<file path="src/l2_geom_pkg.sv">
package l2_geom_pkg;

    //////////////////////////////////////////////////
    // address and data geometry
    //////////////////////////////////////////////////

    localparam int ADDR_W = 16;       // word address
    localparam int WORD_W = 32;

    // two words per block, lowest address bit picks the word
    localparam int BLOCK_WORDS = 2;
    localparam int OFFSET_W = $clog2(BLOCK_WORDS);
    localparam int BLOCK_W = WORD_W * BLOCK_WORDS;

    typedef logic [ADDR_W-1:0] addr_t;
    typedef logic [WORD_W-1:0] word_t;
    typedef logic [BLOCK_W-1:0] block_t;

    //////////////////////////////////////////////////
    // default cache shape
    //////////////////////////////////////////////////

    localparam int WAYS_DEFAULT = 4;
    localparam int INDEX_W_DEFAULT = 4;   // 16 sets

endpackage
</file>
<file path="src/l2_way.sv">
`timescale 1ns/1ps

module l2_way #(
    parameter int index_w = l2_geom_pkg::INDEX_W_DEFAULT,
    localparam int tag_w = l2_geom_pkg::ADDR_W - index_w - l2_geom_pkg::OFFSET_W
) (
    input  logic                 clk,
    input  logic                 rstn,
    input  logic [index_w-1:0]   index,
    input  logic [tag_w-1:0]     tag,
    input  logic                 line_we,
    input  logic                 dirty_we,
    input  logic                 dirty_set,
    input  l2_geom_pkg::block_t  line_wdata,
    output logic                 hit,
    output logic                 valid,
    output logic                 dirty,
    output logic [tag_w-1:0]     rtag,
    output l2_geom_pkg::block_t  rdata
);
    import l2_geom_pkg::*;

    localparam int sets = 2 ** index_w;

    logic [tag_w-1:0] tag_mem [sets];
    block_t           data_mem [sets];
    logic [sets-1:0]  valid_q;
    logic [sets-1:0]  dirty_q;

    //////////////////////////////////////////////////
    // array writes
    //////////////////////////////////////////////////

    always_ff @(posedge clk) begin
        if (!rstn) begin
            valid_q <= '0;
            dirty_q <= '0;
        end else begin
            if (line_we)
                valid_q[index] <= 1'b1;
            if (dirty_we)
                dirty_q[index] <= dirty_set;
        end
    end

    always_ff @(posedge clk) begin
        if (line_we) begin
            tag_mem[index]  <= tag;
            data_mem[index] <= line_wdata;
        end
    end

    //////////////////////////////////////////////////
    // combinational read and compare
    //////////////////////////////////////////////////

    assign valid = valid_q[index];
    assign dirty = dirty_q[index];
    assign rtag  = tag_mem[index];
    assign rdata = data_mem[index];
    assign hit   = valid && (rtag == tag);

endmodule

</file>
<file path="config.mk">
export PLATFORM = sky130hd
export DESIGN_NAME = l2_way
export DESIGN_NICKNAME = d
export VERILOG_FILES = /design/src/l2_geom_pkg.sv /design/src/l2_way.sv
export SDC_FILE = /design/constraint.sdc
export NUM_CORES = 1
export LEC_CHECK = 0
export BUFFER_PORTS_ARGS = -buffer_cell sky130_fd_sc_hd__buf_4
export CAP_MARGIN = 0
export CORE_UTILIZATION = 41
export CTS_CLUSTER_DIAMETER = 40
export CTS_CLUSTER_SIZE = 40
export DETAILED_ROUTE_END_ITERATION = 12
export PLACE_DENSITY = 0.62
export SYNTH_ARGS = -nofsm -noshare
export SYNTH_HDL_FRONTEND = slang
export SYNTH_SLANG_ARGS = --single-unit
export TNS_END_PERCENT = 50
</file>
<file path="constraint.sdc">
create_clock -name clk -period 14.9 [get_ports clk]
set_input_delay 2.98 -clock clk [delete_from_list [all_inputs] [get_ports clk]]
set_output_delay 2.98 -clock clk [all_outputs]
set_load 0.05 [all_outputs]
</file>
==> Flow_metrics.wiki <==
{| class="wikitable"
! Metric !! Value
|-
| Run status || finished, final reports clean
|-
| Hold/Removal Path Class || reg -> reg
|-
| Via Count || 21181
|-
| DIE HEIGHT || 340 um
|-
| Worst Setup Slack, final || 5.14 ns
|-
| Skew-Pair Late Insertion Delay || approximately 0.74 ns
|-
| Sequential cell area fraction in the yosys report || just under 80%
|-
| Unrepaired setup endpoints after global routing || false
|-
| Number of I/O port buffers || approximately 160
|-
| Fraction of the cycle the final worst path needs || 65.5%
|-
| Synthesized area per cell || 24.5 sq um
|-
| Period minus WS final || 9.76 ns
|-
| Critical-path maximum fanout || 180
|-
| Smallest hold slack || approximately 0.46 ns
|-
| FF-to-FF End || dirty_q[13]$_SDFFE_PN0P_
|-
| Clock buffer count from CTS || 140
|-
| Wire length after detailed routing || ~110000 um
|-
| Hold Crit Start || valid_q[6]$_SDFFE_PN0P_
|-
| Vias per cell || approximately 5.6
|-
| Post-CTS resize count || 0
|-
| Netlist area before placement || around 47000 sq um
|-
| Most frequent cells in the layout || sky130_fd_sc_hd__edfxtp_1 (1200), sky130_fd_sc_hd__mux4_2 (365), sky130_fd_sc_hd__buf_4 (197)
|-
| CP Launch Type || input pin
|-
| Effective utilization at floorplan || 41.5%
|-
| Path depth of the worst reg2reg path || 2
|-
| Most common cell after layout, fill and taps aside || sky130_fd_sc_hd__edfxtp_1
|-
| Die width || 340 um
|-
| Crit path buf inv count || 3
|-
| Floorplan die area || between 100000 and 150000 sq um
|-
| Slack of the worst reg-to-reg path || roughly 14 ns
|-
| Cts hold-fix bufs || 0
|-
| Worst path arrival time || 6.78 ns
|-
| Top cell type by total area after synthesis || sky130_fd_sc_hd__edfxtp_1
|-
| Wire length of the first global-routing pass || between 150000 and 200000 um
|-
| Async set or reset register ratio after synthesis || 0%
|-
| Largest incremental delay on the critical path || 0.89 ns
|-
| Cell Area, Placed || 50000 sq um
|-
| Count of flip-flops with a built-in enable after synthesis || 1200
|-
| Cell family contributing the most delay on the critical path || buffers and inverters
|-
| P&R area growth vs syn || 16.6%
|-
| Setup TNS after final layout || 0 ns
|-
| Maximum operating frequency || approximately 100 MHz
|-
| Largest vdd supply drop || between 70 and 80 uV
|-
| Distinct cells, synth || 50
|-
| Leakage power summed over all cells || 0.0172 uW
|-
| Num rows || ~120
|-
| Share of layout cells above drive strength 1 || a little over a third
|-
| Final nets || ~2200
|-
| Launch point of the worst reg-to-reg path || dirty_q[13]$_SDFFE_PN0P_
|-
| Post-placement setup slack || 4.91 ns
|-
| Power density relative to cell area || approximately 140 nW/um^2
|-
| First-pass DRT Iterations || 5
|-
| Wire per inst || around 28 um
|-
| Kind of capture point of the worst setup path || output pin
|-
| Final-report setup violation count || 0
|-
| Worst slew slack as a fraction of its limit || 18.1%
|-
| Worst clock skew on the final layout || 0 ns
|-
| Top-level I/O count || between 150 and 200
|-
| Antenna fix cells || 0
|-
| Required time of the critical path || 11.92 ns
|-
| Total of flip-flops plus latches after synthesis || ~1200
|-
| Top flip-flop cell by instance count after synthesis || sky130_fd_sc_hd__edfxtp_1
|-
| HPWL after detailed placement || 53100 um
|-
| Antenna violations before repair || 5
|-
| CTS Root Buffer Type || sky130_fd_sc_hd__clkbuf_16
|-
| End point of the worst hold path || valid_q[6]$_SDFFE_PN0P_
|-
| Most area-consuming cells after synthesis || sky130_fd_sc_hd__edfxtp_1 (77%), sky130_fd_sc_hd__mux4_2 (18%), sky130_fd_sc_hd__dfxtp_1 (1.4%), sky130_fd_sc_hd__mux2i_1 (0.70%), sky130_fd_sc_hd__buf_2 (0.66%)
|-
| Placer Congestion || approximately 0.73
|-
| Nets in the synthesized netlist || between 2000 and 2500
|-
| Number of H-tree branching levels || 4
|-
| Final Hold Fails || 0
|-
| Sequence of cells on the critical path || buf_8 > buf_12 > nand2_1 > o22ai_1 > nor3_1 > and4b_1 > a41oi_1 > nor4_2 > buf_4
|-
| Vias in the first global route || between 20000 and 25000
|-
| CP max stage cell || sky130_fd_sc_hd__buf_12
|-
| Clock tree from TritonCTS || built
|-
| Remaining global-route overflow || 0
|-
| Synth warnings || 0
|-
| Post-synth top area share || 76.8%
|-
| Setup Buffers After CTS || 0
|-
| Register clock-pin slew on the reported worst setup and hold paths || approximately 0.05 ns
|-
| Hold depth || 1
|-
| Worst Tran Pin Value || ~1.2 ns
|-
| Post-detailed-route count of antenna-violating nets || 0
|-
| Pins Over Slew Limit || 0
|-
| Crit Path Class || in -> out
|-
| Synth Instances || 1918
|-
| Number of remaining DRC errors || 0
|-
| Clk buf depth || 3
|-
| Max cap viols || 0
|-
| Global-route total usage across every layer || 18.8%
|-
| CORE AREA || between 100000 and 150000 sq um
|-
| Final instance area || 54700 sq um
|-
| Number of DRC violations after detailed-routing iteration 0 || between 1500 and 2000
|-
| Largest net degree at the start of global routing || between 150 and 200
|-
| Clock sink count || between 1000 and 1500
|}
-- stage by stage --
stage	cells	util [%]	total power [uW]
after floorplan	1918	-	4270
after global placement	3521	44.2	4450
after detailed placement	3521	44.2	4460
after CTS	3777	48.4	7900
after global routing	3777	48.4	8050
final	3777	48.4	7820
-- cell usage after synthesis, types with 4 or more instances --
cell type	instances
sky130_fd_sc_hd__a21boi_0	16
sky130_fd_sc_hd__buf_6	4
sky130_fd_sc_hd__mux4_2	365
sky130_fd_sc_hd__edfxtp_1	1200
sky130_fd_sc_hd__buf_2	62
sky130_fd_sc_hd__a22oi_1	7
sky130_fd_sc_hd__xnor2_1	10
sky130_fd_sc_hd__nand3_1	22
sky130_fd_sc_hd__mux2i_1	33
sky130_fd_sc_hd__mux2_2	6
sky130_fd_sc_hd__clkbuf_1	28
sky130_fd_sc_hd__xor2_1	5
sky130_fd_sc_hd__nand2_1	19
sky130_fd_sc_hd__o21ai_0	20
sky130_fd_sc_hd__nor2_1	23
sky130_fd_sc_hd__o21a_1	16
sky130_fd_sc_hd__dfxtp_1	32
-- layer usage --
metal / vias up / GRT usage [%] / routed length, um
li1: 8820 / - / -
met1: 11527 / 25.8 / 45500
met2: 654 / 30.8 / 53300
met3: 170 / 3.67 / 6020
met4: 10 / 5.12 / 2120
met5: - / 0 / 58
-- layout make-up --
type	count	area, sq um
Fill cell	9010	58300
Multi-Input combinational cell	580	9820
Timing Repair Buffer	203	1570
Clock inverter	100	1100
Clock buffer	156	3630
Inverter	6	22.5
Sequential cell	1232	36700
Tap cell	1500	1880
-- state kept, by name (all words and copies together), names as in the netlist --
| signal | flops |
|---|---|
| data_mem | 1024 |
| tag_mem | 176 |
| dirty_q | 16 |
| valid_q | 16 |
-- cell families (layout without fill, tap and decap cells) --
family | Yosys count | in the layout | synth area share (%)
xor+xnor | 15 | 15 | 0.280
buf+inv | 106 | 465 | 1.12
mux | 405 | 405 | 18.4
flops | 1232 | 1232 | 78.2
simple gates | 84 | 84 | 0.872
compound gates | 76 | 76 | 1.12
-- worst max-delay path by stage --
stage | start | end | slack, ns | cells past startpoint
3_5_place_dp | index[1] | hit | 4.91 | 9
5_1_grt | index[1] | hit | 4.83 | 9
3_3_place_gp | index[1] | hit | 4.99 | 9
4_1_cts | index[1] | hit | 4.89 | 9
6_report | index[1] | hit | 5.14 | 9
2_1_floorplan | index[0] | hit | 6.07 | 8
-- power breakdown --
group	internal (uW)	switching (uW)	leakage (uW)
combinational	187	303	0.00387
sequential	3870	14.9	0.0111
clock	2000	1450	0.00226
total	6060	1770	0.0172
(Power assumes the default switching activity.)
