File: config.mk
export PLATFORM = sky130hd
export DESIGN_NAME = l2_main_fsm
export DESIGN_NICKNAME = d
export VERILOG_FILES = /design/src/l2_ctrl_pkg.sv /design/src/l2_geom_pkg.sv /design/src/l2_main_fsm.sv
export SDC_FILE = /design/constraint.sdc
export NUM_CORES = 1
export LEC_CHECK = 0
export BUFFER_PORTS_ARGS = -buffer_cell sky130_fd_sc_hd__clkbuf_2
export CORE_AREA = 2 2 39 41
export DETAILED_ROUTE_END_ITERATION = 16
export DIE_AREA = 0 0 41 43
export GPL_TIMING_DRIVEN = 1
export PLACE_DENSITY = 0.7
export SKIP_LAST_GASP = 1
export SYNTH_ARGS = -nofsm -noshare
export SYNTH_HDL_FRONTEND = slang
export SYNTH_SLANG_ARGS = --single-unit
File: constraint.sdc
create_clock -name clk -period 2.2 [get_ports clk]
set_clock_uncertainty 0.15 [all_clocks]
set_input_delay 0.33 -clock clk [delete_from_list [all_inputs] [get_ports clk]]
set_output_delay 0.33 -clock clk [all_outputs]
set_load 0.1 [all_outputs]
File: src/l2_ctrl_pkg.sv
package l2_ctrl_pkg;

    // main controller states, miss path runs top to bottom
    typedef enum logic [2:0] {
        s_idle,
        s_lookup,
        s_check_dirty,
        s_writeback,
        s_refill_req,
        s_refill_wait,
        s_merge_write
    } l2_state_e;

    // meaning of the wr bit of a request
    typedef enum logic {
        kind_read  = 1'b0,
        kind_write = 1'b1
    } l2_kind_e;

endpackage

File: src/l2_geom_pkg.sv
package l2_geom_pkg;

    //////////////////////////////////////////////////
    // address and data geometry
    //////////////////////////////////////////////////

    localparam int ADDR_W = 16;       // word address
    localparam int WORD_W = 32;

    // two words per block, lowest address bit picks the word
    localparam int BLOCK_WORDS = 2;
    localparam int OFFSET_W = $clog2(BLOCK_WORDS);
    localparam int BLOCK_W = WORD_W * BLOCK_WORDS;

    typedef logic [ADDR_W-1:0] addr_t;
    typedef logic [WORD_W-1:0] word_t;
    typedef logic [BLOCK_W-1:0] block_t;

    //////////////////////////////////////////////////
    // default cache shape
    //////////////////////////////////////////////////

    localparam int WAYS_DEFAULT = 4;
    localparam int INDEX_W_DEFAULT = 4;   // 16 sets

endpackage
File: src/l2_main_fsm.sv
`timescale 1ns/1ps

module l2_main_fsm #(
    parameter int ways = l2_geom_pkg::WAYS_DEFAULT,
    localparam int way_w = $clog2(ways)
) (
    input  logic              clk,
    input  logic              rstn,
    input  logic              req,
    input  logic              hit,
    input  logic              victim_dirty,
    input  logic              mem_addr_ok_r,
    input  logic              mem_addr_ok_w,
    input  logic              mem_data_ok,
    input  logic              req_wr,
    input  logic [way_w-1:0]  hit_way,
    input  logic [way_w-1:0]  victim_way,
    output logic              addr_ok,
    output logic              data_ok,
    output logic              capture,
    output logic              victim_capture,
    output logic              refill_done,
    output logic              refill,
    output logic              mem_req_r,
    output logic              mem_req_w,
    output logic              mem_rdy,
    output logic [ways-1:0]   line_we_vec,
    output logic [ways-1:0]   dirty_we_vec,
    output logic              dirty_set
);
    import l2_ctrl_pkg::*;

    l2_state_e state;
    l2_state_e next_state;

    always_ff @(posedge clk) begin
        if (!rstn)
            state <= s_idle;
        else
            state <= next_state;
    end

    //////////////////////////////////////////////////
    // next state and strobes
    //////////////////////////////////////////////////

    always_comb begin
        next_state     = state;
        addr_ok        = 1'b0;
        data_ok        = 1'b0;
        capture        = 1'b0;
        victim_capture = 1'b0;
        refill_done    = 1'b0;
        refill         = 1'b0;
        mem_req_r      = 1'b0;
        mem_req_w      = 1'b0;
        mem_rdy        = 1'b0;
        line_we_vec    = '0;
        dirty_we_vec   = '0;
        dirty_set      = 1'b0;

        case (state)
            s_idle: begin
                if (req) begin
                    addr_ok    = 1'b1;   // request taken this cycle
                    capture    = 1'b1;
                    next_state = s_lookup;
                end
            end

            s_lookup: begin
                if (hit) begin
                    if (req_wr == kind_write) begin
                        // merged line back into the hit way, mark dirty
                        line_we_vec[hit_way]  = 1'b1;
                        dirty_we_vec[hit_way] = 1'b1;
                        dirty_set             = 1'b1;
                    end else begin
                        data_ok = 1'b1;
                    end
                    next_state = s_idle;
                end else begin
                    next_state = s_check_dirty;
                end
            end

            s_check_dirty: begin
                victim_capture = 1'b1;
                next_state     = victim_dirty ? s_writeback : s_refill_req;
            end

            s_writeback: begin
                mem_req_w = 1'b1;   // held until accepted
                if (mem_addr_ok_w)
                    next_state = s_refill_req;
            end

            s_refill_req: begin
                mem_req_r = 1'b1;
                if (mem_addr_ok_r)
                    next_state = s_refill_wait;
            end

            s_refill_wait: begin
                mem_rdy = 1'b1;
                if (mem_data_ok) begin
                    refill                   = 1'b1;
                    refill_done              = 1'b1;
                    line_we_vec[victim_way]  = 1'b1;
                    dirty_we_vec[victim_way] = 1'b1;   // fresh line is clean
                    if (req_wr == kind_read) begin
                        data_ok    = 1'b1;
                        next_state = s_idle;
                    end else begin
                        next_state = s_merge_write;
                    end
                end
            end

            s_merge_write: begin
                // refilled line now hits, store word goes on top
                line_we_vec[victim_way]  = 1'b1;
                dirty_we_vec[victim_way] = 1'b1;
                dirty_set                = 1'b1;
                next_state               = s_idle;
            end

            default: next_state = s_idle;
        endcase
    end

endmodule

==> results.py <==
metrics = {
    "status": {
        "status": "completed",
    },
    "setup_path": {
        "worstSetupPathType": "register to output port",
        "critPathMaxFanout": 14,
        "reg2reg_from": "state[0]$_SDFFE_PN0P_",
        "cpLargestDelayFamily": "simple AND/OR/NAND/NOR gates",
        "critPathArrivalTime_ns": 1.63,
        "critPathRequiredTime_ns": 1.72,
        "crit_path_top_delay_cell": "dfxtp_4",
        "cp_cell_sequence": "and3b_2 > o21a_1 > nand2b_1 > o22ai_4 > buf_12",
        "r2r-end": "state[1]$_SDFFE_PN0P_",
        "rr_worst_depth": 4,
        "max_stage_delay_ns": 0.39,
        "reg2reg_slack_ns": 0.71,
        "crit_buf_inv": 1,
        "end_kind": "output port",
        "worstSetupStartpointType": "register",
    },
    "routing": {
        "wl_per_cell_um": 11.3,
        "wl_met3_um": 71,
        "vias_per_cell": 5.23,
        "wl_um": 1200,
        "ant_nets": 0,
        "wl_met2_um": 608,
        "dr.pass1.iters": 4,
        "drtIter0Drc": 6,
        "drcViolationCount": 0,
        "routed.top_layer": "met3",
        "dr_total_vias": 554,
        "m1WireLength_um": 516,
    },
    "timing": {
        "worst_pin_slew_ns": 0.542,
        "min_period_over_period_pct": 96.0,
        "rsz0062_at_grt": "false",
        "finalMaxSlewViolations": 0,
        "layout_setup_ws_ns": 0.0876,
        "setup_viol": 0,
        "relSlewSlack_pct": 64.0,
        "fin_crit_ns": 2.11,
        "fin_tns_setup_ns": 0,
        "hold_viol_final": 0,
        "max_freq_mhz": 473,
    },
    "clock_network": {
        "cts_max_level": 1,
        "clkLatencyLatePin_ns": 0.24,
        "cts_setup_buffers": 0,
        "cts.reportedPaths.clkPinSlew_ns": 0.04,
        "cts_made_buffers": 3,
        "cts_tree": "done",
        "cts_buffer_depth": 2,
        "cts_hold_buf": 0,
        "clock-sinks": 3,
        "post_cts_resized": 0,
        "root_buffer": "clkbuf_4",
    },
    "cells_and_area": {
        "final_nets": 104,
        "syn2layout_area_growth_pct": 79.8,
        "regArea_sq_um": 66.3,
        "largest_register_ffs": 3,
        "multi_input_area_sq_um": 439,
        "n_antenna_cell": 0,
        "drive_gt1_share_pct": 64.4,
        "reg_top3": "state x3",
        "regMostFlops": "state",
        "fill_cells": 120,
    },
    "floorplanning": {
        "die_x_um": 41,
        "io_pins": 31,
        "initial_core_util_pct": 35.4,
        "core_sq_mm": 0.00138,
        "rows": 14,
        "die_h_um": 43,
        "die_area_sq_mm": 0.00176,
    },
    "logic_synthesis": {
        "synth.area.top_cells": "dfxtp_1 12%, buf_4 9.2%, nand2b_1 9.0%",
        "syn_avg_cell_area_sq_um": 7.64,
        "yosysUniqueCellTypes": 33,
        "synth_top_flop_cell": "dfxtp_1",
        "synth_top_area_share_pct": 12.3,
        "netlist_area_sq_um": 489,
        "ys_seq_area_share_pct": 12.3,
        "async_flop_share_pct": 0,
        "synth_nets": 77,
        "synth_top_area_cell": "dfxtp_1",
        "synth_edf_count": 0,
        "yosysWarnings": 0,
        "syn_inst": 64,
        "ys_seq_elements": 3,
    },
    "placed_design": {
        "io_buffers": 30,
        "place.gp.congestion": 0.766,
        "place_hpwl_um": 1030,
        "pre_cts_slack_ns": 0.256,
    },
    "min_path": {
        "min_path_cells": 3,
        "min_to": "state[1]$_SDFFE_PN0P_",
        "hold_class": "primary input to register",
        "min_from": "rstn",
    },
    "global_route": {
        "grt_max_degree": 19,
        "grt_pass1_vias": 488,
        "grt-ovfl-total": 0,
        "grt_pass1_wl_um": 1970,
        "grtUsageTotal_pct": 15.9,
        "antenna_found_initial": 0,
    },
    "power": {
        "power.density_mw_per_mm2": 455,
        "p_leak_uw": 0.000363,
        "peakVddDrop_v": 0.000395,
        "finalPower_uw": 400,
    },
    "run": {
        "max_cap_viol_count": 0,
    },
}
## layer usage
metal	track usage, %	up-vias
met5	0	-
met4	4.00	0
met3	6.81	0
met2	23.8	21
met1	20.4	256
li1	-	277
## placed cells by master, fill, tap and decap left out, types with 2 or more instances in the layout
master,Yosys,layout
and2_1,2,2
clkbuf_2,0,18
buf_4,6,3
nand2_1,4,3
o21ai_2,2,2
dfxtp_2,0,2
buf_12,0,10
nand3_1,4,4
nor3b_2,1,2
inv_1,3,3
o22ai_1,5,2
nor2b_1,3,3
clkbuf_4,0,3
o22ai_4,0,3
nand2b_1,7,7
## tightest hold or removal path: stages
cell	delay [ns]
clkbuf_2	0.12
nand2_1	0.08
o21ai_2	0.05
## how the worst max path moves through the flow
stage                          start  cells past startpoint         endpoint
3_3_place_gp   state[1]$_SDFFE_PN0P_                      5  dirty_we_vec[2]
2_1_floorplan  state[1]$_SDFFE_PN0P_                      3          capture
3_5_place_dp   state[1]$_SDFFE_PN0P_                      5  dirty_we_vec[0]
4_1_cts        state[1]$_SDFFE_PN0P_                      5  dirty_we_vec[0]
5_1_grt        state[1]$_SDFFE_PN0P_                      5   line_we_vec[2]
6_report       state[1]$_SDFFE_PN0P_                      5  dirty_we_vec[0]
## report_power, final
group | switching (uW) | leakage, uW | internal (uW)
sequential | 11.8 | 0.0000261 | 60.1
combinational | 154 | 0.000322 | 75.1
clock | 31.4 | 0.0000150 | 68.2
## synth_stat cells (2+ instances only)
library cell,n
and2_1,2
buf_4,6
buf_6,2
dfxtp_1,3
inv_1,3
nand2_1,4
nand2b_1,7
nand3_1,4
nor2b_1,3
o21ai_1,2
o21ai_2,2
o22ai_1,5
## area by class of cell
class                      instances  area share, %
multi-input combinational         48           49.9
inverter                           4           1.71
sequential                         3           7.54
timing repair buffer              31           35.6
tap                               16           2.28
clock buffer                       4           2.99
## cells by family (layout without fill, tap and decap cells)
kind of cell	Yosys count	count (layout)	share of synthesized area, %
buffers and inverters	13	39	17.9
DFF	3	3	12.3
AOI/OAI and AO/OA	16	16	24.8
and+or+nand+nor	32	32	45.0
## per-stage QoR
| step | util (%) | instances | hold slack (ns) | cell area [sq um] |
|---|---|---|---|---|
| 6_report | 63.6 | 106 | 0.229 | 880 |
| 3_5_place_dp | 61.0 | 102 | 0.469 | 845 |
| 2_1_floorplan | - | 64 | 0.316 | 644 |
| 5_1_grt | 63.6 | 106 | 0.222 | 880 |
| 3_3_place_gp | 61.0 | 102 | 0.466 | 845 |
| 4_1_cts | 62.9 | 106 | 0.225 | 871 |
No activity file was read; power rests on OpenSTA's default activity.
