<file path="src/l2_geom_pkg.sv">
package l2_geom_pkg;

    //////////////////////////////////////////////////
    // address and data geometry
    //////////////////////////////////////////////////

    localparam int ADDR_W = 16;       // word address
    localparam int WORD_W = 32;

    // two words per block, lowest address bit picks the word
    localparam int BLOCK_WORDS = 2;
    localparam int OFFSET_W = $clog2(BLOCK_WORDS);
    localparam int BLOCK_W = WORD_W * BLOCK_WORDS;

    typedef logic [ADDR_W-1:0] addr_t;
    typedef logic [WORD_W-1:0] word_t;
    typedef logic [BLOCK_W-1:0] block_t;

    //////////////////////////////////////////////////
    // default cache shape
    //////////////////////////////////////////////////

    localparam int WAYS_DEFAULT = 4;
    localparam int INDEX_W_DEFAULT = 4;   // 16 sets

endpackage
</file>
<file path="src/l2_req_buf.sv">
`timescale 1ns/1ps

module l2_req_buf #(
    parameter int index_w = l2_geom_pkg::INDEX_W_DEFAULT,
    localparam int tag_w = l2_geom_pkg::ADDR_W - index_w - l2_geom_pkg::OFFSET_W
) (
    input  logic                               clk,
    input  logic                               rstn,
    input  logic                               capture,
    input  logic                               wr,
    input  l2_geom_pkg::addr_t                 addr,
    input  l2_geom_pkg::word_t                 wdata,
    input  l2_geom_pkg::block_t                mem_rdata,
    input  logic [tag_w-1:0]                   victim_tag,
    input  l2_geom_pkg::block_t                line_block,
    input  logic                               refill,
    input  logic                               mem_req_w,
    output logic                               req_wr,
    output logic [index_w-1:0]                 index,
    output logic [tag_w-1:0]                   tag,
    output logic [l2_geom_pkg::OFFSET_W-1:0]   offset,
    output l2_geom_pkg::block_t                line_wdata,
    output l2_geom_pkg::addr_t                 mem_addr
);
    import l2_geom_pkg::*;

    word_t  wdata_q;
    block_t merged;

    always_ff @(posedge clk) begin
        if (!rstn) begin
            req_wr <= 1'b0;
            index  <= '0;
        end else if (capture) begin
            req_wr <= wr;
            index  <= addr[OFFSET_W +: index_w];
        end
    end

    always_ff @(posedge clk) begin
        if (capture) begin
            tag     <= addr[ADDR_W-1 -: tag_w];
            offset  <= addr[OFFSET_W-1:0];
            wdata_q <= wdata;
        end
    end

    // store word dropped into the current line
    always_comb begin
        merged = line_block;
        merged[offset*WORD_W +: WORD_W] = wdata_q;
    end

    assign line_wdata = refill ? mem_rdata : merged;

    // victim address only while the write-back is requested
    assign mem_addr = mem_req_w ? {victim_tag, index, {OFFSET_W{1'b0}}}
                                : {tag, index, {OFFSET_W{1'b0}}};

endmodule

</file>
<file path="config.mk">
export PLATFORM = sky130hd
export DESIGN_NAME = l2_req_buf
export DESIGN_NICKNAME = d
export VERILOG_FILES = /design/src/l2_geom_pkg.sv /design/src/l2_req_buf.sv
export SDC_FILE = /design/constraint.sdc
export NUM_CORES = 1
export LEC_CHECK = 0
export BUFFER_PORTS_ARGS = -buffer_cell sky130_fd_sc_hd__clkbuf_2
export CAP_MARGIN = 40
export CORE_AREA = 2 2 112 114
export DETAILED_ROUTE_END_ITERATION = 12
export DIE_AREA = 0 0 114 116
export GPL_ROUTABILITY_DRIVEN = 0
export GPL_TIMING_DRIVEN = 0
export SETUP_SLACK_MARGIN = 0.05
export SKIP_CTS_REPAIR_TIMING = 1
export SYNTH_ARGS = -nofsm -noshare
export SYNTH_HDL_FRONTEND = slang
export SYNTH_SLANG_ARGS = --single-unit
</file>
<file path="constraint.sdc">
create_clock -name clk -period 1.39 [get_ports clk]
set_clock_uncertainty 0.15 [all_clocks]
set_input_delay 0.2085 -clock clk [delete_from_list [all_inputs] [get_ports clk]]
set_output_delay 0.2085 -clock clk [all_outputs]
set_load 0.1 [all_outputs]
</file>
==> results of run 1 <==
cells by family (layout without fill, tap and decap cells):
family	count (synthesis)	after routing	share of synthesized area, %
multiplexers	80	80	26.76
AND/OR/NAND/NOR	69	69	8.919
AO/OA/AOI/OAI	64	64	10.52
flip-flops	49	49	46.69
buffers and inverters	28	376	6.987
other	1	1	0.1232
final timing paths:
kind | startpoint | endpoint
setup / recovery | offset | line_wdata[5]
hold / removal | addr[1] | index[0]
setup reg to reg | index[1] | index[1]
hold reg to reg | req_wr | req_wr
layer usage:
metal  up-vias  GRT usage [%]  share of wire, %  wire length, µm
met4         0          4.553               1.2              173
met2       177          33.57                57             8066
met3        16          3.086               7.0              990
met1      1750          18.26                35             5007
li1       1735              -                 -                -
met5         -              0                 0                0
where the power goes:
part / total (mW) / internal (mW) / switching (mW)
registers: 1.84 / 1.73 / 0.112
clock network: 1.44 / 0.864 / 0.581
logic: 4.60 / 1.74 / 2.86
through the flow:
stage,std cells,TNS [ns],util (%),power (mW),worst slack (ns)
after floorplan,291,-68.30,-,4.582,-1.010
after global placement,725,-70.12,45.69,5.215,-0.9745
after detailed placement,731,-43.36,46.49,5.265,-0.7097
after CTS,739,-56.31,47.94,6.730,-0.8312
after global routing,786,-40.42,65.33,8.133,-0.6443
final,786,-37.16,65.33,7.889,-0.6028
area by class of cell:
class	count	area share, %
flip-flops and latches	49	18.48
multi-input cells	214	32.87
clock inverters	3	0.6110
clock buffers	5	1.608
repair buffers	340	40.84
plain buffers	28	3.232
well taps	147	2.364
cell usage in the layout (no fill, tap or decap):
cell type / Yosys / final
buf_4: 6 / 17
dfxtp_4: 0 / 4
clkbuf_2: 0 / 190
inv_6: 0 / 2
mux2i_4: 0 / 17
edfxtp_1: 44 / 44
buf_6: 1 / 12
bufinv_16: 0 / 1
buf_2: 8 / 10
buf_8: 6 / 14
dlygate4sd3_1: 0 / 44
buf_12: 0 / 73
mux2_4: 0 / 11
clkbuf_1: 7 / 7
mux2i_1: 69 / 6
clkbuf_16: 0 / 5
buf_16: 0 / 1
o21ai_4: 0 / 64
conb_1: 1 / 1
nor2b_1: 5 / 5
nand2_1: 64 / 64
dfxtp_2: 0 / 1
mux2i_2: 0 / 46
flip-flops by register name, indices dropped and copies added, names as in the netlist:
register and cells:
wdata_q 32, offset 1, tag 11, req_wr 1, index 4
worst min-delay path: cells and delay by family:
kind	cells	cell delay (ns)
mux	1	0.06
simple gates	1	0.09
buf+inv	1	0.07
==> qor.yml, run 1 <==
outcome:
  outcome: "finished, violations left"
  violations: "setup timing"
floorplan:
  die_x_um: 114
  io_pins: 290
  core_um2: 11910
  die_area_um2: 13220
  start_util_pct: 25.56
  core.rowCount: 40
  die_h_um: 116
global_routing:
  grt.total_usage_pct: 16.91
  antenna_found_initial: 0
  grt_pass1_vias: 3422
  grt_pass1_wl_um: 17290
  grt.overflow.total: 0
  grt_max_degree: 25
detailed_routing:
  routed_wl_um: 14240
  via_per_inst: 4.679
  dr.pass1.iters: 6
  post-route-drc-count: 0
  antenna_left: 0
  vias: 3678
  first_iter_violations: 57
  route.detailed.wl_per_inst_um: 18.11
cts:
  cts_tree: "yes"
  clk_pin_slew_worst_paths_ns: 0.07
  cts_made_buffers: 5
  clk_latency_ns: 0.29
  cts_root_buf: "clkbuf_16"
  cts_buffer_depth: 2
  htree_num_levels: 2
  clkSinkCount: 49
worst_hold_path:
  min_path_type: "input pin to flop"
  holdPathStages: 3
critical_path:
  path_depth: 5
  cp_cell_sequence: "buf_12, buf_12, mux2i_4, o21ai_4, buf_12"
  critPathMaxFanout: 10
  worst_setup_path_start_kind: "flop"
  cp-end-kind: "output pin"
  critPathTopFamily: "buffers and inverters"
  cp_slowest_stage_delay_ns: 0.43
  cp_data_required_time_ns: 1.03
  path_class: "flop to output pin"
  rrSetupSlack_ns: 0.56
  worstRegToRegCells: 2
  slowest_stage: "edfxtp_1"
  path_buf_inv: 3
  crit_arrival_ns: 1.63
  cpMostUsedCell: "buf_12"
synth:
  netlist_top_cells_count: "mux2i_1, nand2_1, o21ai_1"
  synth_top_area_cell: "edfxtp_1"
  synth_edf_count: 44
  synth_most_common_cell: "mux2i_1"
  synth-async-reset-ratio_pct: 0
  ys_ff_latch: 49
  syn_nets: 484
  synthTopCellsByArea: "edfxtp_1, mux2i_1, o21ai_1"
  netlist_instances: 291
  syn_area_um2: 3044
  ys_types: 14
  synth_top_area_share_pct: 43.40
  synth.avg_cell_area_um2: 10.46
  yosys_warnings: 0
  synth_flop_cell: "edfxtp_1"
  synth-seq-area-share_pct: 46.69
cells_and_area:
  fill_cells: 802
  seqCellArea_um2: 1438
  final_nets: 831
  multi_input_area_um2: 2557
  area_growth_pct: 155.6
  final_area_um2: 7781
  antenna_cells: 0
  drive_gt1_share_pct: 73.24
sta:
  relSlewSlack_pct: 49.34
  period_share_pct: 143.4
  fmax_ghz: 0.5018
  slew_viol_final: 0
  worst_slack_ns: -0.6028
  fin_crit_ns: 1.993
  hold_violations: 0
  rsz0062_at_grt: "true"
  worst_hold_slack_ns: 0.03006
  finalSetupViolCount: 76
  worst_pin_slew_ns: 0.7598
placed_design:
  dpl.hpwl_um: 9975
  placed_area_um2: 5538
  port_buffers: 287
flow_run:
  cap_violations: 0
pwr:
  vdd_drop_max_v: 0.0006066
  pwr_density_cell_nw_per_um2: 1014
  p_leak_nw: 3.342
Note: power is estimated with default switching activity, not from simulation.
==> run 2: changes to the inputs <==
--- a/config.mk
+++ b/config.mk
@@ -5,6 +5,7 @@
 export SDC_FILE = /design/constraint.sdc
 export NUM_CORES = 1
 export LEC_CHECK = 0
+export ABC_AREA = 1
 export BUFFER_PORTS_ARGS = -buffer_cell sky130_fd_sc_hd__clkbuf_2
 export CAP_MARGIN = 40
 export CORE_AREA = 2 2 112 114
==> qor.yml, run 2 <==
synth:
  yosys_warnings: 0
  synth.avg_cell_area_um2: 6.404
  synth_flop_cell: "edfxtp_1"
  synth-async-reset-ratio_pct: 0
  netlist_instances: 550
  ys_ff_latch: 49
  syn_nets: 743
  synth_edf_count: 44
  synth_top_area_cell: "edfxtp_1"
  ys_types: 13
  synthTopCellsByArea: "edfxtp_1, nand2_1, inv_1"
  synth_most_common_cell: "nand2_1"
  netlist_top_cells_count: "nand2_1, inv_1, nand3_1"
  syn_area_um2: 3522
  synth-seq-area-share_pct: 40.36
  synth_top_area_share_pct: 37.51
sta:
  slew_viol_final: 0
  worst_slack_ns: -0.5908
  finalSetupViolCount: 76
  period_share_pct: 142.5
  rsz0062_at_grt: "true"
  fmax_ghz: 0.5049
  hold_violations: 1
  timing.setup.tns_ns: -35.77
  worst_hold_slack_ns: -0.01024
  fin_crit_ns: 1.981
detailed_routing:
  antenna_left: 0
  via_per_inst: 4.583
  routed_wl_um: 16120
  post-route-drc-count: 0
  first_iter_violations: 171
  dr.pass1.iters: 5
  vias: 4766
  route.detailed.wl_per_inst_um: 15.50
floorplan:
  die_h_um: 116
  core.rowCount: 40
  die_area_um2: 13220
  io_pins: 290
  die_x_um: 114
  start_util_pct: 29.57
  core_um2: 11910
placed_design:
  dpl.hpwl_um: 11710
  place_inst: 987
  port_buffers: 288
  place_ws_ns: -0.5516
cts:
  cts_root_buf: "clkbuf_16"
  clk_latency_ns: 0.30
  clk_pin_slew_worst_paths_ns: 0.08
  cts_buffer_depth: 2
  cts_tree: "yes"
  cts_made_buffers: 5
  clkSinkCount: 49
  htree_num_levels: 2
pwr:
  power.total_mw: 8.099
  p_leak_nw: 4.372
  pwr_density_cell_nw_per_um2: 919.7
  vdd_drop_max_v: 0.0007345
critical_path:
  critPathTopFamily: "buffers and inverters"
  cp_data_required_time_ns: 1.03
  worst_setup_path_start_kind: "flop"
  path_class: "flop to output pin"
  crit_arrival_ns: 1.62
  cp_cell_sequence: "buf_6, clkbuf_8, nand2_1, nand3_2, nand2_8, buf_12"
  cp_slowest_stage_delay_ns: 0.46
  cp-end-kind: "output pin"
  slowest_stage: "edfxtp_1"
  critPathMaxFanout: 10
  path_buf_inv: 3
outcome:
  violations: "hold timing, setup timing"
  outcome: "finished, violations left"
flow_run:
  cap_violations: 0
global_routing:
  grt.overflow.total: 0
  grt_pass1_wl_um: 21090
  grt_pass1_vias: 4402
  antenna_found_initial: 0
  grt_max_degree: 28
  grt.total_usage_pct: 20.53
cells_and_area:
  fill_cells: 840
  finalNonFillerCells: 1040
  final_nets: 1085
  regMostFlops: "wdata_q"
  final_common_cell: "clkbuf_2"
  antenna_cells: 0
  final_cell_mix: "clkbuf_2, nand2_1, inv_1, buf_12, nand2_8"
  drive_gt1_share_pct: 57.33
  top_regs: "wdata_q (32), tag (11), index (4)"
  largest_reg_flops: 32
  area_growth_pct: 150.0
worst_hold_path:
  min_path_type: "input pin to flop"
-- run 2: changes by cell type after synthesis, moves of 11 or more --
cell	delta
mux2i_1	-69
o21ai_1	-60
nand2_1	+203
nand3_1	+64
o21ai_0	+12
mux2_2	-11
inv_1	+108
-- run 2: layer usage --
layer / global-route usage (%) / part of all wire [%] / up-vias
met2: 40.08 / 56 / 210
met1: 21.97 / 36 / 2208
met5: 0 / 0 / -
met4: 4.959 / 1.6 / 0
met3: 5.335 / 7.1 / 25
li1: - / - / 2323
-- run 2: path summary, 6_finish.rpt --
check	slack, ns	cells past startpoint	endpoint	startpoint
max	-0.59	6	line_wdata[51]	offset
min	-0.01	3	index[2]	addr[3]
max reg2reg	0.57	2	index[3]	index[3]
min reg2reg	0.37	2	req_wr	req_wr
-- run 2: layout make-up --
| type | count | area, µm² | area share (%) |
|---|---|---|---|
| Buffer | 33 | 295.3 | 3.353 |
| Sequential cell | 49 | 1438 | 16.33 |
| Clock buffer | 5 | 125.1 | 1.421 |
| Timing Repair Buffer | 335 | 3173 | 36.03 |
| Clock inverter | 3 | 28.78 | 0.3268 |
| Multi-Input combinational cell | 358 | 3147 | 35.73 |
| Inverter | 110 | 415.4 | 4.717 |
| Tap cell | 147 | 183.9 | 2.089 |
-- run 2: cells by family (layout without fill, tap and decap cells) --
| kind of cell | Yosys count | after routing | synth area share, % |
|---|---|---|---|
| and+or+nand+nor | 341 | 341 | 38.61 |
| DFF | 49 | 49 | 40.36 |
| AOI/OAI and AO/OA | 16 | 16 | 2.274 |
| other | 1 | 1 | 0.1065 |
| buffers and inverters | 143 | 486 | 18.65 |
-- run 2: worst min-delay path, cell delays in order --
cell,delay (ns)
clkbuf_2,0.08
nor2_1,0.04
nor2_1,0.08
-- run 2: power breakdown --
group,switching (mW),total (mW),internal [mW]
Clock,0.599,1.29,0.694
Sequential,0.0565,1.79,1.73
Combinational,3.24,5.02,1.78
-- run 2: per-stage QoR --
step / cell area [µm²] / util (%)
3_5_place_dp: 6802 / 57.10
3_3_place_gp: 6763 / 56.78
5_1_grt: 8806 / 73.93
6_report: 8806 / 73.93
4_1_cts: 6955 / 58.39
2_1_floorplan: 5137 / -
==> run 3: changes to the inputs <==
==> constraint.sdc (replaced) <==
create_clock -name clk -period 1.39 [get_ports clk]
set_clock_uncertainty 0.15 [all_clocks]
set_input_delay 0.139 -clock clk [delete_from_list [all_inputs] [get_ports clk]]
set_output_delay 0.139 -clock clk [all_outputs]
set_load 0.1 [all_outputs]
==> qor.yml, run 3 (synthesis gave the netlist of run 2 again) <==
critical_path:
  crit_arrival_ns: 1.62
  worst_setup_path_start_kind: "flop"
  cp_cell_sequence: "buf_6, clkbuf_8, nand2_1, nand3_2, nand2_8, buf_12"
  slowest_stage: "edfxtp_1"
  critPathMaxFanout: 10
  critPathTopFamily: "buffers and inverters"
  cp-end-kind: "output pin"
  path_class: "flop to output pin"
  cp_data_required_time_ns: 1.10
  cp_slowest_stage_delay_ns: 0.45
  path_buf_inv: 3
detailed_routing:
  antenna_left: 0
  post-route-drc-count: 0
  dr.pass1.iters: 4
  route.detailed.wl_per_inst_um: 15.59
  vias: 4745
  first_iter_violations: 177
  routed_wl_um: 16290
  via_per_inst: 4.541
cells_and_area:
  final_area_um2: 8812
  fill_cells: 829
  finalNonFillerCells: 1045
  drive_gt1_share_pct: 57.35
  final_common_cell: "clkbuf_2"
  multi_input_area_um2: 3207
  area_growth_pct: 150.2
  seqCellArea_um2: 1428
  antenna_cells: 0
  final_cell_mix: "clkbuf_2, nand2_1, inv_1, buf_12, nand2_8"
  top_regs: "wdata_q (32), tag (11), index (4)"
  largest_reg_flops: 32
  final_nets: 1090
  regMostFlops: "wdata_q"
sta:
  hold_violations: 0
  fin_crit_ns: 1.911
  worst_slack_ns: -0.5215
  fmax_ghz: 0.5232
  rsz0062_at_grt: "true"
  finalSetupViolCount: 67
  relSlewSlack_pct: 57.03
  slew_viol_final: 0
  timing.setup.tns_ns: -30.44
  worst_pin_slew_ns: 0.6445
  period_share_pct: 137.5
global_routing:
  grt_pass1_vias: 4478
  grt.overflow.total: 0
  grt_pass1_wl_um: 21380
  grt.total_usage_pct: 20.64
  grt_max_degree: 30
  antenna_found_initial: 0
flow_run:
  cap_violations: 0
cts:
  clk_latency_ns: 0.30
  clk_pin_slew_worst_paths_ns: 0.07
  clkSinkCount: 49
  cts_made_buffers: 5
  htree_num_levels: 2
  cts_buffer_depth: 2
  cts_root_buf: "clkbuf_16"
  cts_tree: "yes"
worst_hold_path:
  min_path_type: "flop to flop"
floorplan:
  core.rowCount: 40
  start_util_pct: 29.57
  core_um2: 11910
  io_pins: 290
  die_h_um: 116
  die_x_um: 114
  die_area_um2: 13220
pwr:
  vdd_drop_max_v: 0.0008824
  p_leak_nw: 4.360
  pwr_density_cell_nw_per_um2: 921.0
  power.total_mw: 8.116
placed_design:
  dpl.hpwl_um: 11540
  placed_area_um2: 6788
  port_buffers: 288
  place_inst: 987
outcome:
  violations: "setup timing"
  outcome: "finished, violations left"
==> run 3: cell types whose count changed in the layout (fill, tap and decap cells not counted), sizes merged <==
cell and change:
buf -13, dlygate4sd3 +6, clkinv +1, clkbuf +12, inv -1
==> run 3: final cells by class <==
cell class	instances	share of cell area [%]
Clock inverter	3	0.3266
Clock buffer	5	1.420
Timing Repair Buffer	340	35.58
Multi-Input combinational cell	358	36.39
Sequential cell	49	16.20
Inverter	110	4.714
Buffer	33	3.280
Tap cell	147	2.087
==> run 3: final timing paths <==
path / from / endpoint / slack [ns] / cells after the start
max: offset / line_wdata[9] / -0.52 / 6
min: req_wr / req_wr / 0.36 / 2
min reg2reg: req_wr / req_wr / 0.36 / 2
max reg2reg: index[2] / index[2] / 0.56 / 2
==> run 3: power by group <==
group	internal (mW)	total [mW]	switching, mW
Clock	0.692	1.31	0.620
Sequential	1.73	1.78	0.0514
Combinational	1.76	5.02	3.26
Total	4.19	8.12	3.93
==> run 3: per-layer routing <==
metal / up-vias / global-route usage, % / wire length [µm] / share of wire (%)
met2: 211 / 39.52 / 9156 / 56
met3: 24 / 5.230 / 1220 / 7.5
met4: 0 / 4.634 / 276 / 1.7
met5: - / 0 / 0 / 0
li1: 2330 / - / - / -
met1: 2180 / 22.95 / 5638 / 35
==> run 3: worst register-to-register path, delay by kind of cell, from the launching register on <==
kind | cells | cell delay [ns]
compound gates | 1 | 0.17
flops | 1 | 0.34
simple gates | 1 | 0.06
==> run 3: stage by stage <==
stage                     setup WS (ns)  util [%]  hold slack, ns
final                           -0.5215     73.98          0.3562
after CTS                       -0.8131     58.28         -0.1476
after global routing            -0.6139     73.98          0.3705
after floorplan                 -0.6041         -         0.08787
after detailed placement        -0.4789     56.99          0.1677
after global placement          -0.8345     56.69          0.1665
