### src/l2_geom_pkg.sv
package l2_geom_pkg;

    //////////////////////////////////////////////////
    // address and data geometry
    //////////////////////////////////////////////////

    localparam int ADDR_W = 16;       // word address
    localparam int WORD_W = 32;

    // two words per block, lowest address bit picks the word
    localparam int BLOCK_WORDS = 2;
    localparam int OFFSET_W = $clog2(BLOCK_WORDS);
    localparam int BLOCK_W = WORD_W * BLOCK_WORDS;

    typedef logic [ADDR_W-1:0] addr_t;
    typedef logic [WORD_W-1:0] word_t;
    typedef logic [BLOCK_W-1:0] block_t;

    //////////////////////////////////////////////////
    // default cache shape
    //////////////////////////////////////////////////

    localparam int WAYS_DEFAULT = 4;
    localparam int INDEX_W_DEFAULT = 4;   // 16 sets

endpackage
### src/l2_way_select.sv
`timescale 1ns/1ps

module l2_way_select #(
    parameter int ways = l2_geom_pkg::WAYS_DEFAULT,
    parameter int index_w = l2_geom_pkg::INDEX_W_DEFAULT,
    localparam int tag_w = l2_geom_pkg::ADDR_W - index_w - l2_geom_pkg::OFFSET_W,
    localparam int way_w = $clog2(ways)
) (
    input  logic                               clk,
    input  logic                               rstn,
    input  logic [index_w-1:0]                 index,
    input  logic [ways-1:0]                    hit_vec,
    input  logic [ways-1:0]                    valid_vec,
    input  logic [ways-1:0]                    dirty_vec,
    input  logic [ways-1:0][tag_w-1:0]         rtag_vec,
    input  l2_geom_pkg::block_t [ways-1:0]     rdata_vec,
    input  logic                               victim_capture,
    input  logic                               refill_done,
    output logic                               hit,
    output logic [way_w-1:0]                   hit_way,
    output logic [way_w-1:0]                   victim_way,
    output logic                               victim_dirty,
    output logic [tag_w-1:0]                   victim_tag,
    output l2_geom_pkg::block_t                victim_block,
    output l2_geom_pkg::block_t                hit_block
);
    localparam int sets = 2 ** index_w;

    logic [way_w-1:0] rr_ptr [sets];
    logic [way_w-1:0] free_way;
    logic [way_w-1:0] pick_way;
    logic             any_free;
    logic             from_ptr_q;   // victim came from the pointer

    // lowest hitting way, lowest invalid way
    always_comb begin
        hit_way  = '0;
        free_way = '0;
        for (int i = ways - 1; i >= 0; i--) begin
            if (hit_vec[i])
                hit_way = way_w'(i);
            if (!valid_vec[i])
                free_way = way_w'(i);
        end
    end

    assign hit       = |hit_vec;
    assign hit_block = rdata_vec[hit_way];

    assign any_free     = ~&valid_vec;
    assign pick_way     = any_free ? free_way : rr_ptr[index];
    assign victim_dirty = valid_vec[pick_way] & dirty_vec[pick_way];   // read in check_dirty

    always_ff @(posedge clk) begin
        if (victim_capture) begin
            victim_way   <= pick_way;
            victim_tag   <= rtag_vec[pick_way];
            victim_block <= rdata_vec[pick_way];
        end
    end

    // per-set round robin, steps once per refill
    always_ff @(posedge clk) begin
        if (!rstn) begin
            from_ptr_q <= 1'b0;
            for (int s = 0; s < sets; s++)
                rr_ptr[s] <= '0;
        end else begin
            if (victim_capture)
                from_ptr_q <= ~any_free;
            if (refill_done && from_ptr_q)
                rr_ptr[index] <= way_w'(rr_ptr[index] + 1'b1);
        end
    end

endmodule

### config.mk
export PLATFORM = sky130hd
export DESIGN_NAME = l2_way_select
export DESIGN_NICKNAME = d
export VERILOG_FILES = /design/src/l2_geom_pkg.sv /design/src/l2_way_select.sv
export SDC_FILE = /design/constraint.sdc
export NUM_CORES = 1
export LEC_CHECK = 0
export BUFFER_PORTS_ARGS = -buffer_cell sky130_fd_sc_hd__buf_2
export CORE_AREA = 2 2 179 181
export CTS_CLUSTER_SIZE = 20
export DETAILED_ROUTE_END_ITERATION = 7
export DIE_AREA = 0 0 181 183
export PLACE_DENSITY = 0.7
export RECOVER_POWER = 50
export SYNTH_ARGS = -nofsm -noshare
export SYNTH_HDL_FRONTEND = slang
export SYNTH_SLANG_ARGS = --single-unit
### constraint.sdc
create_clock -name clk -period 2.3 [get_ports clk]
set_input_delay 0.115 -clock clk [delete_from_list [all_inputs] [get_ports clk]]
set_output_delay 0.115 -clock clk [all_outputs]
set_load 0.01 [all_outputs]
==> metrics.md, run 1 <==
| Metric | Value |
|---|---|
| Met3 Track Usage GR | `4.786%` |
| HPWL reported at the end of detailed placement | `28.90 mm` |
| Global-route wire length before repair | `60.38 mm` |
| Final hold viol count | `0` |
| Number of synthesized flops with an enable pin | `109` |
| Clock latency of the later-clocked register in the worst-skew pair | `0.37 ns` |
| Row cnt | `65` |
| Achievable clock frequency | `398.9 MHz` |
| Relative area change from synthesis to final layout | `43.47%` |
| Result of the run | `finished with violations` |
| Quantity of hold-fixing buffers added after cts | `0` |
| Count of warnings emitted by yosys | `0` |
| Busiest layer in global routing | `met2` |
| Fraction of synthesis flops using an asynchronous set or reset pin | `0%` |
| Standard cell with the maximum stage delay on the critical path | `sky130_fd_sc_hd__mux4_2` |
| M2 GR Usage | `37.23%` |
| Largest area contributor in the synthesized netlist | `sky130_fd_sc_hd__edfxtp_1` |
| Synth area leaders | `sky130_fd_sc_hd__edfxtp_1, sky130_fd_sc_hd__nand2_1, sky130_fd_sc_hd__o221ai_1, sky130_fd_sc_hd__a32oi_1, sky130_fd_sc_hd__o22a_1` |
| Fraction of final layout cells with drive strength greater than 1 | `36.92%` |
| Startpoint of the lowest-slack hold path | `valid_vec[1]` |
| WP data required | `2.18 ns` |
| Residual antenna-violating net count after detailed routing | `0` |
| Number of clock buffers inserted by TritonCTS | `9` |
| Design Area, Final | `13710 um^2` |
| Worst slew margin relative to its limit | `23.60%` |
| GP Congestion | `0.9066` |
| Final cycle utilization of the critical path | `109.0%` |
| Worst supply voltage drop on vdd | `0.4081 mV` |
| Hold/Removal Path Class | `primary input to flop` |
| Total count of max-transition violations in the final report | `0` |
| Number of cells in the finished layout apart from fillers | `1982` |
| Category of the worst setup path launch point | `flop` |
| Top flip-flop cell by instance count after synthesis | `sky130_fd_sc_hd__edfxtp_1` |
| Vias in the first global route | `11.09k` |
| Placed cell count | `1950` |
| Maximum level of the CTS H-tree | `3` |
| CTS tree | `built` |
| Fin nets | `1894` |
| Final-report setup violation count | `76` |
| Hold path cells | `2` |
| Setup slack of the most critical reg-to-reg path | `-0.14 ns` |
| Post-layout worst setup margin | `-0.2069 ns` |
| Most frequently used cell type in the post-synthesis netlist | `sky130_fd_sc_hd__nand2_1` |
| Fillcell total | `3093` |
| Chip width | `181 um` |
| TritonRoute pass-1 iters | `5` |
| Starting utilization of the core area | `30.59%` |
| Logic depth of the worst register-to-register path | `9` |
| Overall power consumption | `6.921 mW` |
| Total Routing Usage GR | `22.44%` |
| DRC violations left | `0` |
| Via total after detailed routing | `11.89k` |
| Minimum clock period after layout | `2.507 ns` |
| Largest stage delay on the critical path | `0.49 ns` |
| Arrival time at the worst endpoint | `2.39 ns` |
| Number of nets produced by synthesis | `1470` |
| Pin count of the biggest net entering global routing | `88` |
| Maximum fanout count along the critical path | `10` |
| Pin slew with the least headroom to its limit | `1.146 ns` |
| Initial antenna violation count | `0` |
| Flop and latch count out of synthesis | `110` |
| Max clock buf depth | `2` |
| Master cell of the clock root buffer | `sky130_fd_sc_hd__clkbuf_16` |
| Routing usage on met1 | `28.12%` |
| Critical path cell sequence | `mux4_2, mux2i_4, o221a_4, buf_4, nor2b_4, buf_12, o32ai_4, a311oi_2, buf_2` |
| Area share of the leading cell type in the synthesized netlist | `34.26%` |
| Vert. Die Dim | `183 um` |
| Full die area | `33120 um^2` |
| RSZ-0062 raised after global routing | `yes` |
| Pwr dens | `505.0 nW/um^2` |
| Gate count of the mapped netlist | `1150` |
| Type of the worst setup path | `flop to output port` |
| Unique masters post-synth | `46` |
| Average vias per placed instance | `6.000` |
| Cell Area, Placed | `12750 um^2` |
| Worst r2r dst | `victim_block[31]` |
| Worst reg2reg path startpoint | `rr_ptr[1][0]` |
| Clock transition at path regs | `0.08 ns` |
| Sinks on the clock net | `110` |
| Detailed-route wire length | `41.74 mm` |
| Static leakage | `5.262 nW` |
| GR Overflow Total | `0` |
| Core box area | `31230 um^2` |
| Endpoint of the worst hold-timing path | `victim_way[0]` |
| Endpoint type of the worst setup path | `output port` |
| Violations in the final reports | `setup timing` |
| List of most frequent post-synthesis cells | `sky130_fd_sc_hd__nand2_1, sky130_fd_sc_hd__edfxtp_1, sky130_fd_sc_hd__clkbuf_1, sky130_fd_sc_hd__o221ai_1` |
| Max Cap Violations | `0` |
| Worst-case clock skew | `0.01721 ns` |
| Synthesized area per cell | `8.307 um^2` |
| IO buf count | `464` |
| Mapped cell area | `9553 um^2` |
| Iteration-0 DRC count of the detailed router | `828` |
| Sequential element share of the synthesized area | `34.47%` |
| Count of boundary I/O pins | `465` |
| Average wire per standard cell | `21.06 um` |
cells in the final DEF (no fill, tap or decap), drive strengths merged, types with 2 or more instances in the layout:
cell type | synthesis | routed
nand4b | 2 | 2
nor2b | 5 | 5
a31oi | 64 | 64
nor3 | 2 | 2
o221ai | 76 | 76
a211oi | 64 | 64
buf | 54 | 474
nand3 | 10 | 10
clkbuf | 81 | 83
and2 | 64 | 64
a32oi | 75 | 75
nand2b | 4 | 4
nand2 | 316 | 316
mux4 | 4 | 4
mux2 | 6 | 6
o211ai | 75 | 75
a21boi | 2 | 2
inv | 1 | 3
nor2 | 39 | 39
mux2i | 5 | 5
o22a | 75 | 75
edfxtp | 109 | 109
clkinv | 0 | 4
report_power, final:
group          total [mW]  internal [mW]  switching [mW]
clock network        1.78          0.887           0.890
registers            2.47           2.41          0.0536
logic                2.68           1.14            1.54
final cells by class:
class / count / area [um^2] / share of cell area, %
multi-input combinational: 904 / 6208 / 45.30
timing repair buffer: 548 / 3363 / 24.54
sequential: 110 / 3293 / 24.03
tap: 402 / 503.0 / 3.670
clock buffer: 9 / 225.2 / 1.643
clock inverter: 7 / 103.9 / 0.7577
inverter: 1 / 6.256 / 0.04565
antenna: 1 / 2.502 / 0.01826
cell families (layout without fill, tap and decap cells):
family | after synthesis | in the layout | share of synthesized area, %
flip-flops | 110 | 110 | 34.47
XOR/XNOR | 1 | 1 | 0.1703
AO/OA/AOI/OAI | 440 | 440 | 36.86
other | 0 | 1 | 0
buffers and inverters | 136 | 565 | 6.313
AND/OR/NAND/NOR | 448 | 448 | 20.01
multiplexers | 15 | 15 | 2.174
routing by layer:
| metal | share of wire (%) | wire length [um] |
|---|---|---|
| met3 | 8.1 | 3366 |
| met2 | 48 | 20140 |
| met5 | 0 | 0 |
| met1 | 39 | 16400 |
| met4 | 4.4 | 1830 |
worst max path at each step:
stage	start	end	slack, ns	depth (start not counted)
after floorplan	rr_ptr[15][1]	victim_block[36]	0.14	8
after global placement	index[1]	victim_block[33]	-0.02	8
after detailed placement	index[1]	victim_block[10]	-0.03	10
after CTS	rr_ptr[9][0]	victim_dirty	-0.24	8
after global routing	rr_ptr[8][0]	victim_dirty	-0.27	9
final	rr_ptr[1][0]	victim_dirty	-0.21	9
registers in the layout, summed over array words and instances (netlist names):
| register | flops |
|---|---|
| victim_block | 64 |
| victim_tag | 11 |
| from_ptr_q | 1 |
| rr_ptr | 32 |
| victim_way | 2 |
repair_timing:
action	4_1_cts	5_1_grt
buffers inserted	2	5
setup endpoints to repair	4	77
resized for setup	5	73
gates cloned	0	9
pin swaps	14	18
critical path: cells and delay by family, from the launching register on:
family / cells / cell delay, ns
compound gates: 3 / 0.43
buf+inv: 3 / 0.46
flops: 1 / 0.39
mux: 2 / 0.69
simple gates: 1 / 0.06
per-stage QoR:
| step | setup slack [ns] | hold slack, ns | TNS, ns | utilization (%) |
|---|---|---|---|---|
| 3_3_place_gp | -0.02364 | 0.4786 | -0.02364 | 40.84 |
| 6_report | -0.2069 | 0.1088 | -4.548 | 43.89 |
| 3_5_place_dp | -0.02821 | 0.4892 | -0.1225 | 40.84 |
| 5_1_grt | -0.2697 | 0.1070 | -10.95 | 43.88 |
| 4_1_cts | -0.2359 | 0.09174 | -3.716 | 42.02 |
| 2_1_floorplan | 0.1358 | 0.2275 | 0 | - |
No activity file was read; power rests on OpenSTA's default activity.
==> inputs of run 2 (changes only) <==
--- a/config.mk
+++ b/config.mk
@@ -10,8 +10,10 @@
 export CTS_CLUSTER_SIZE = 20
 export DETAILED_ROUTE_END_ITERATION = 7
 export DIE_AREA = 0 0 181 183
+export MAX_ROUTING_LAYER = met4
 export PLACE_DENSITY = 0.7
 export RECOVER_POWER = 50
+export SLEW_MARGIN = 20
 export SYNTH_ARGS = -nofsm -noshare
 export SYNTH_HDL_FRONTEND = slang
 export SYNTH_SLANG_ARGS = --single-unit
==> constraint.sdc (replaced) <==
create_clock -name clk -period 2.3 [get_ports clk]
set_input_delay 0.23 -clock clk [delete_from_list [all_inputs] [get_ports clk]]
set_output_delay 0.23 -clock clk [all_outputs]
set_load 0.01 [all_outputs]
==> run 2 against run 1 <==
  * Cell count grew 1.2%
  * Highest routed layer unchanged
  * Critical path depth down 2
  * The run ends with capacitance limit, slew limit, setup timing left
  * Clock-buffer cell count is the same
  * Clock skew increased by 0.0016 ns
  * Register-to-register slack worse by 0.09 ns
  * Largest cell class unchanged
  * Clock power about the same
  * Hold slack better by 0.057 ns
  * Worst setup slack worse by 0.13 ns
==> metrics.md, run 2 (synthesized netlist as in run 1, its figures left out) <==
| Metric | Value |
|---|---|
| Quantity of hold-fixing buffers added after cts | `0` |
| Design Area, Final | `13930 um^2` |
| Total Routing Usage GR | `24.00%` |
| Fraction of final layout cells with drive strength greater than 1 | `36.29%` |
| Setup slack of the most critical reg-to-reg path | `-0.23 ns` |
| Fin nets | `1916` |
| Logic depth of the worst register-to-register path | `10` |
| Clock transition at path regs | `0.09 ns` |
| RSZ-0062 raised after global routing | `yes` |
| Full die area | `33120 um^2` |
| Category of the worst setup path launch point | `flop` |
| Chip width | `181 um` |
| Top register by number of flip-flops | `victim_block` |
| Master cell of the clock root buffer | `sky130_fd_sc_hd__clkbuf_16` |
| GP Congestion | `0.8809` |
| Number of flip-flops in the largest register | `64` |
| Max clock buf depth | `2` |
| HPWL reported at the end of detailed placement | `29.03 mm` |
| Arrival time at the worst endpoint | `2.40 ns` |
| Net switching power | `2.553 mW` |
| Startpoint of the worst setup timing path | `rr_ptr[0][0]` |
| Violations in the final reports | `capacitance limit, slew limit, setup timing` |
| Final-report setup violation count | `76` |
| Starting utilization of the core area | `30.59%` |
| End point of the critical path | `victim_dirty` |
| M2 GR Usage | `40.49%` |
| Endpoint type of the worst setup path | `output port` |
| Pin count of the biggest net entering global routing | `88` |
| Maximum fanout count along the critical path | `2` |
| Met3 Track Usage GR | `4.369%` |
| Post-Route Hold Slack | `0.1654 ns` |
| Core box area | `31230 um^2` |
| TritonRoute pass-1 iters | `5` |
| Internal cell power | `4.476 mW` |
| Pwr dens | `504.6 nW/um^2` |
| Residual antenna-violating net count after detailed routing | `0` |
| Average vias per placed instance | `6.019` |
| CTS tree | `built` |
| Minimum clock period after layout | `2.633 ns` |
| Overall power consumption | `7.029 mW` |
| Worst reg2reg path startpoint | `rr_ptr[0][0]` |
| Busiest layer in global routing | `met2` |
| Clock power frac | `25.5%` |
| Via total after detailed routing | `12.07k` |
| Achievable clock frequency | `379.8 MHz` |
| Number of clock buffers inserted by TritonCTS | `9` |
| Most frequent standard cell in the layout excluding fill and tap cells | `sky130_fd_sc_hd__buf_2` |
| IO buf count | `464` |
| Sum of negative setup slack | `-12.76 ns` |
| Total count of max-transition violations in the final report | `80` |
| Relative area change from synthesis to final layout | `45.83%` |
| Vias in the first global route | `11.43k` |
| Maximum level of the CTS H-tree | `3` |
| Switching share of power | `36.32%` |
| Final cycle utilization of the critical path | `114.5%` |
| Vert. Die Dim | `183 um` |
| Cell Area, Placed | `12770 um^2` |
| Clock latency of the later-clocked register in the worst-skew pair | `0.37 ns` |
| Max Cap Violations | `1` |
| Worst slew margin relative to its limit | `-59.33%` |
| Sinks on the clock net | `110` |
| Pin slew with the least headroom to its limit | `2.390 ns` |
| Worst-case clock skew | `0.01886 ns` |
| DRC violations left | `0` |
| Average wire per standard cell | `20.81 um` |
| GR Overflow Total | `0` |
| Type of the worst setup path | `flop to output port` |
| Top flop regs | `victim_block (64), rr_ptr (32), victim_tag (11)` |
| Hold/Removal Path Class | `primary input to flop` |
| Count of boundary I/O pins | `465` |
| Row cnt | `65` |
| WP data required | `2.07 ns` |
| Flop pwr share | `35.2%` |
| Static leakage | `5.481 nW` |
| Top library cells by usage in the layout, fill and taps aside | `sky130_fd_sc_hd__buf_2, sky130_fd_sc_hd__nand2_1, sky130_fd_sc_hd__edfxtp_1` |
| Detailed-route wire length | `41.72 mm` |
| Iteration-0 DRC count of the detailed router | `893` |
| Global-route wire length before repair | `62.40 mm` |
| Routing usage on met1 | `28.89%` |
| Worst supply voltage drop on vdd | `0.4325 mV` |
| Worst r2r dst | `victim_block[55]` |
| Final hold viol count | `0` |
| Result of the run | `finished with violations` |
| Combinational group share of total power | `39.3%` |
| Post-layout worst setup margin | `-0.3332 ns` |
| Initial antenna violation count | `2` |
==> run 2: worst max-delay path, cell delays in order, from the launching register on <==
cell	delay, ns
sky130_fd_sc_hd__edfxtp_1	0.42
sky130_fd_sc_hd__mux4_2	0.50
sky130_fd_sc_hd__mux2i_2	0.19
sky130_fd_sc_hd__o221a_2	0.26
sky130_fd_sc_hd__nand2b_4	0.15
sky130_fd_sc_hd__nand2_2	0.06
sky130_fd_sc_hd__a311oi_2	0.27
sky130_fd_sc_hd__buf_4	0.19
==> run 2: how the worst min path moves through the flow <==
| stage | from | end | cells past startpoint |
|---|---|---|---|
| 5_1_grt | rstn | from_ptr_q | 2 |
| 2_1_floorplan | victim_capture | victim_block[0] | 0 |
| 3_3_place_gp | from_ptr_q | from_ptr_q | 2 |
| 4_1_cts | rstn | from_ptr_q | 2 |
| 6_report | rstn | from_ptr_q | 2 |
| 3_5_place_dp | from_ptr_q | from_ptr_q | 2 |
==> run 2: layout make-up <==
type | count | area, um^2
Antenna cell | 2 | 5.005
Clock buffer | 9 | 225.2
Sequential cell | 110 | 3293
Timing Repair Buffer | 570 | 3871
Tap cell | 402 | 503.0
Inverter | 1 | 6.256
Multi-Input combinational cell | 904 | 5931
Fill cell | 3038 | 17300
Clock inverter | 7 | 96.34
==> run 2: power by group through the flow <==
stage	Sequential [mW]	Clock [mW]	Combinational [mW]
floorplan	2.57	0	1.20
global placement	2.51	0	2.39
detailed placement	2.51	0	2.45
CTS	2.47	1.84	2.63
global route	2.49	1.92	2.97
finish	2.47	1.79	2.76
==> run 2: metrics by stage <==
stage,instances,setup slack (ns),util (%)
after global placement,1960,-0.1093,40.88
after CTS,1996,-0.3109,43.48
final,2005,-0.3332,44.61
after detailed placement,1960,-0.1254,40.88
after global routing,2005,-0.3869,44.61
after floorplan,1150,0.02180,-
==> run 2: what timing repair did <==
| action | 4_1_cts | 5_1_grt |
|---|---|---|
| cloned | 9 | 7 |
| endpoints found under the hold margin | 0 | 0 |
| setup buffers | 11 | 7 |
| gates resized for setup | 39 | 72 |
| setup endpoints to repair | 6 | 108 |
| pin swaps | 39 | 64 |
==> run 2: layer usage <==
layer	vias up	part of all wire [%]
met5	-	0
met4	0	3.4
met3	116	7.8
met2	685	49
met1	5820	40
li1	5447	-
